### config.mk
export PLATFORM = sky130hd
export DESIGN_NAME = fetchUnit
export DESIGN_NICKNAME = d
export VERILOG_FILES = /design/src/rvPkg.sv /design/src/fetchUnit.sv
export SDC_FILE = /design/constraint.sdc
export NUM_CORES = 1
export LEC_CHECK = 0
export BUFFER_PORTS_ARGS = -buffer_cell sky130_fd_sc_hd__buf_4
export CAP_MARGIN = 20
export CORE_AREA = 2 2 180 182
export CTS_BUF_LIST = sky130_fd_sc_hd__clkbuf_16
export DETAILED_ROUTE_END_ITERATION = 10
export DIE_AREA = 0 0 182 184
export RECOVER_POWER = 25
export SLEW_MARGIN = 20
export SYNTH_ARGS = -nofsm -noshare
export SYNTH_HDL_FRONTEND = slang
export SYNTH_SLANG_ARGS = --single-unit
### constraint.sdc
create_clock -name clk -period 1.3 [get_ports clk]
set_input_delay 0.13 -clock clk [delete_from_list [all_inputs] [get_ports clk]]
set_output_delay 0.13 -clock clk [all_outputs]
set_load 0.03 [all_outputs]
### src/rvPkg.sv
`default_nettype none

package rvPkg;

    localparam int XLEN = 64;
    localparam logic [XLEN-1:0] RESET_PC = 64'h0;
    localparam int DMEM_BYTES = 4096;          // addresses wrap at this size

    // major opcodes
    localparam logic [6:0] OP_LOAD   = 7'b0000011;
    localparam logic [6:0] OP_STORE  = 7'b0100011;
    localparam logic [6:0] OP_IMM    = 7'b0010011;
    localparam logic [6:0] OP_IMM32  = 7'b0011011;
    localparam logic [6:0] OP_REG    = 7'b0110011;
    localparam logic [6:0] OP_REG32  = 7'b0111011;
    localparam logic [6:0] OP_LUI    = 7'b0110111;
    localparam logic [6:0] OP_AUIPC  = 7'b0010111;
    localparam logic [6:0] OP_JAL    = 7'b1101111;
    localparam logic [6:0] OP_JALR   = 7'b1100111;
    localparam logic [6:0] OP_BRANCH = 7'b1100011;

    localparam logic [2:0] F3_BEQ  = 3'b000;
    localparam logic [2:0] F3_BNE  = 3'b001;
    localparam logic [2:0] F3_BLT  = 3'b100;
    localparam logic [2:0] F3_BGE  = 3'b101;
    localparam logic [2:0] F3_BLTU = 3'b110;
    localparam logic [2:0] F3_BGEU = 3'b111;

    // load and store widths, stores use the lower four
    localparam logic [2:0] F3_B  = 3'b000;
    localparam logic [2:0] F3_H  = 3'b001;
    localparam logic [2:0] F3_W  = 3'b010;
    localparam logic [2:0] F3_D  = 3'b011;
    localparam logic [2:0] F3_BU = 3'b100;
    localparam logic [2:0] F3_HU = 3'b101;
    localparam logic [2:0] F3_WU = 3'b110;

    localparam logic [2:0] F3_ADD  = 3'b000;
    localparam logic [2:0] F3_SLL  = 3'b001;
    localparam logic [2:0] F3_SLT  = 3'b010;
    localparam logic [2:0] F3_SLTU = 3'b011;
    localparam logic [2:0] F3_XOR  = 3'b100;
    localparam logic [2:0] F3_SR   = 3'b101;
    localparam logic [2:0] F3_OR   = 3'b110;
    localparam logic [2:0] F3_AND  = 3'b111;

    localparam logic [6:0] F7_BASE = 7'b0000000;
    localparam logic [6:0] F7_ALT  = 7'b0100000;   // sub, sra

    typedef struct packed {
        logic [6:0] funct7;
        logic [4:0] rs2;
        logic [4:0] rs1;
        logic [2:0] funct3;
        logic [4:0] rd;
        logic [6:0] opcode;
    } rType_t;

    typedef struct packed {
        logic [11:0] imm;
        logic [4:0]  rs1;
        logic [2:0]  funct3;
        logic [4:0]  rd;
        logic [6:0]  opcode;
    } iType_t;

    typedef struct packed {
        logic [6:0] immHi;
        logic [4:0] rs2;
        logic [4:0] rs1;
        logic [2:0] funct3;
        logic [4:0] immLo;
        logic [6:0] opcode;
    } sType_t;

    typedef struct packed {
        logic       imm12;
        logic [5:0] immHi;      // imm[10:5]
        logic [4:0] rs2;
        logic [4:0] rs1;
        logic [2:0] funct3;
        logic [3:0] immLo;      // imm[4:1]
        logic       imm11;
        logic [6:0] opcode;
    } bType_t;

    typedef struct packed {
        logic [19:0] imm;
        logic [4:0]  rd;
        logic [6:0]  opcode;
    } uType_t;

    typedef struct packed {
        logic       imm20;
        logic [9:0] immLo;      // imm[10:1]
        logic       imm11;
        logic [7:0] immHi;      // imm[19:12]
        logic [4:0] rd;
        logic [6:0] opcode;
    } jType_t;

    typedef union packed {
        rType_t      r;
        iType_t      i;
        sType_t      s;
        bType_t      b;
        uType_t      u;
        jType_t      j;
        logic [31:0] raw;
    } instWord_t;

    typedef struct packed {
        logic [XLEN-1:0] immI;
        logic [XLEN-1:0] immS;
        logic [XLEN-1:0] immB;
        logic [XLEN-1:0] immU;
        logic [XLEN-1:0] immJ;
        logic [2:0]      funct3;
        logic [6:0]      funct7;
    } immSet_t;

    typedef struct packed {
        logic            en;
        logic [XLEN-1:0] addr;
        logic [XLEN-1:0] data;   // already lane-shifted
        logic [7:0]      mask;
    } storeReq_t;

    typedef struct packed {
        logic            valid;
        logic [XLEN-1:0] pc;
        instWord_t       inst;
        logic            wen;
        logic [4:0]      rd;
        logic [XLEN-1:0] wdata;
        logic [XLEN-1:0] nextPc;
    } retire_t;

endpackage

`default_nettype wire

### src/fetchUnit.sv
`timescale 1ns/10ps
`default_nettype none

module fetchUnit (
    input  logic                   clk,
    input  logic                   rstN,
    input  logic [rvPkg::XLEN-1:0] nextPc,
    input  rvPkg::instWord_t       inst,
    input  logic                   rdWen,
    input  logic [4:0]             rd,
    input  logic [rvPkg::XLEN-1:0] rdData,
    output logic [rvPkg::XLEN-1:0] pc,
    output rvPkg::retire_t         retire
);
    import rvPkg::*;

    always_ff @(posedge clk) begin
        // record of the instruction executing this cycle
        retire.pc     <= pc;
        retire.inst   <= inst;
        retire.wen    <= rdWen;
        retire.rd     <= rd;
        retire.wdata  <= rdData;
        retire.nextPc <= nextPc;
        if (!rstN) begin
            pc           <= RESET_PC;
            retire.valid <= 1'b0;
        end else begin
            pc           <= nextPc;
            retire.valid <= 1'b1;
        end
    end

endmodule

`default_nettype wire

==> Word level (Yosys, flattened, before mapping) <==
Index checks and enable logic that the tools add are counted.
{ "totals": {"regBits": 295, "latch_bits": 0, "ramBits": 0, "romBits": 0, "in_bits": 168, "out_inout_bits": 295, "word_cells": 9, "n_memories": 0} }
{ "op_classes": {"n_addsub": 0, "n_mul": 0, "div": 0, "magnitude_cmp": 0, "eq_ne": 0, "n_shift": 0, "n_mux": 1, "bitwise_logic": 0, "reduce_logical": 0} }
{ "ops": {"columns": ["op", "count"], "rows": [
  ["$mux 1", 1]
]} }

==> Longest topological paths before layout <==
{ "depth": {"word_depth": 1, "ltp_mapped": 2} }

==> Worst setup path before layout <==
OpenSTA, ideal clock, no wires.
{ "synth_path": {"path_kind": "reg2out", "start": "register pc[0] in the netlist's numbering", "end": "output pc[0] in the netlist's numbering", "arrival_ns": 0.470, "required_time_ns": 1.170, "setup_slack_ns": 0.700, "stages_incl_launch_ff": 1, "n_path_buf": 0, "cell_sequence": "dfxtp_1"} }
{ "synth_lines": {"columns": ["item", "line", "rtl"], "rows": [
  ["from (decl)", "fetchUnit.sv:12", "output logic [rvPkg::XLEN-1:0] pc,"],
  ["from (signal assigned)", "fetchUnit.sv:29", "pc <= nextPc;"]
]} }
No word-level cell between the ends.

==> Final worst setup path <==
{ "layout_path": {"start": "register pc[63] in the netlist's numbering", "end": "output pc[63] in the netlist's numbering"} }
No word-level cell between the ends.

==> results.sh <==
export IMPL_outcome="completed"
export IMPL_fin_total_pwr_mw=21.1
export IMPL_fin_util_pct=41.4
export IMPL_hold_violations=0
export IMPL_synth_top_cell_by_area="dfxtp_1"
export IMPL_cp_end_kind="output pin"
export IMPL_ys_ff_latch=295
export IMPL_final_cells=1445
export IMPL_syn_area_per_cell_sq_um=17.6
export IMPL_syn_num_nets=533
export IMPL_antenna_found_initial=0
export IMPL_startpoint_type="flip-flop"
export IMPL_diodes=0
export IMPL_avgRoutedWirePerCell_um=15.2
export IMPL_dpl_hpwl_um=14900
export IMPL_clkLatencyLatePin_ns=0.55
export IMPL_final_nets=1188
export IMPL_tightestPinTransition_ns=0.601
export IMPL_vdd_drop_max_uv=974
export IMPL_vias=5072
export IMPL_die_w_um=182
export IMPL_io_buffers=462
export IMPL_grt_max_degree=36
export IMPL_critical_path_required_ns=1.17
export IMPL_root_buffer="clkbuf_16"
export IMPL_coreArea_sq_um=31400
export IMPL_max_freq_mhz=807
export IMPL_crit_path_top_delay_cell="dfxtp_1"
export IMPL_worstPathArrival_ns=1.11
export IMPL_drive_gt1_share_pct=54.0
export IMPL_drt_initial_drc_count=99
export IMPL_powerDensity_nw_per_um2=1620
export IMPL_seq_area_frac_synth_pct=92.0
export IMPL_setup_viol_count_final=0
export IMPL_synth_cells=365
export IMPL_viasPerCell=3.51
export IMPL_yosysWarnings=0
export IMPL_final_setup_worst_slack_ns=0.0601
export IMPL_worstPathMaxFanout=2
export IMPL_synth_area_sq_um=6420
export IMPL_crit_chain="buf_4"
export IMPL_path_class="reg2out"
export IMPL_num_rows=65
export IMPL_min_period_ns=1.24
export IMPL_dp_slack_ns=0.394
export IMPL_tns_ns=0
export IMPL_fin_crit_sh_pct=95.4
export IMPL_max_stage_delay_ns=0.38
export IMPL_cpLargestDelayFamily="flip-flops"
export IMPL_die_height_um=184
export IMPL_start_util_pct=20.4
export IMPL_synth_area_leaders="dfxtp_1 92%, and2_2 7.5%, clkbuf_2 0.47%"
export IMPL_gp_congestion=0.716
export IMPL_grt_pass1_wl_um=31300
export IMPL_crit_buf_inv=1
export IMPL_drt_pass1_iter_count=4
export IMPL_final_setup_skew_ns=0.0162
export IMPL_h_tree_depth=1
export IMPL_dp_cells=1224
export IMPL_worstHoldPathType="in2reg"
export IMPL_cts_buffers=30
export IMPL_ios=463
export IMPL_rsz0062_at_grt="no"
export IMPL_syn2layout_area_growth_pct=103
export IMPL_drt_drc_violations_left=0
export IMPL_clock_sinks=295
export IMPL_netlist_area_leader_share_pct=92.0
export IMPL_drv_cap=0
export IMPL_grt_pass1_vias=5484
export IMPL_cts_tree="yes"
export IMPL_leakagePower_nw=6.08
export IMPL_clockBufferDepth=3
export IMPL_dieArea_sq_um=33500
export IMPL_clk_pin_slew_ns=0.06
export IMPL_grt_use_total_pct=12.2
export IMPL_timing_slew_headroom_pct=59.9
export IMPL_grt_overflow=0
export IMPL_drv_slew=0
export IMPL_final_antenna_net_count=0
export IMPL_yosysUniqueCellTypes=3
export IMPL_wirelength_um=21900
export IMPL_layout_commonest_cell="buf_4"
export IMPL_layout_common_cells="316 x buf_4, 294 x dfxtp_1, 166 x dlygate4sd3_1"
registers in the layout (all words and copies together) (netlist names):
signal	count
retire	231
pc	64
Yosys cell counts (all sizes together):
cell,number
clkbuf,6
and2,64
dfxtp,295
path summary, 6_finish.rpt:
kind | from | endpoint | slack, ns | cells past startpoint
worst min-delay path | rdData[52] | retire[116]$_DFF_P_ | 0.24 | 2
worst min register to register | pc[31]$_SDFF_PN0_ | retire[197]$_DFF_P_ | 0.35 | 0
worst max-delay path | pc[63]$_SDFF_PN0_ | pc[63] | 0.06 | 1
worst max register to register | pc[63]$_SDFF_PN0_ | retire[229]$_DFF_P_ | 0.84 | 0
report_power, final:
group          switching [mW]  internal [mW]  total [mW]  leakage (nW)
combinational            1.45           1.26        2.71          3.11
sequential              0.183           9.53        9.72          2.48
clock                    3.56           5.12        8.68         0.496
per-stage QoR:
stage | hold slack [ns] | area [sq um]
finish | 0.240 | 13000
global route | 0.202 | 13000
CTS | 0.0179 | 13000
detailed placement | 0.235 | 10400
global placement | 0.234 | 10400
floorplan | 0.158 | 6420
routing by layer:
layer | vias up | wire length (um) | global-route usage, %
li1 | 2435 | - | -
met1 | 2313 | 8080 | 12.8
met2 | 290 | 11100 | 22.5
met3 | 34 | 2250 | 4.68
met4 | 0 | 476 | 3.77
met5 | - | 0 | 0
logic make-up (layout without fill, tap and decap cells):
group | count (synthesis) | in the layout | share of synthesized area (%)
buf+inv | 6 | 684 | 0.468
flops | 295 | 295 | 92.0
simple gates | 64 | 64 | 7.49
area by class of cell:
cell class              count  area, sq um
clock buffers              31          776
multi-input cells          64          480
fillers                  2853        18400
clock inverters            24          229
repair buffers            629         5100
well taps                 402          503
flip-flops and latches    295         5910
what timing repair did:
action                                 in CTS  in global routing
gates resized for setup                     1                  0
setup endpoints to repair                   1                  0
hold buffers                              166                  0
setup buffers                               0                  0
endpoints found under the hold margin     230                  0
(Power assumes the default switching activity.)
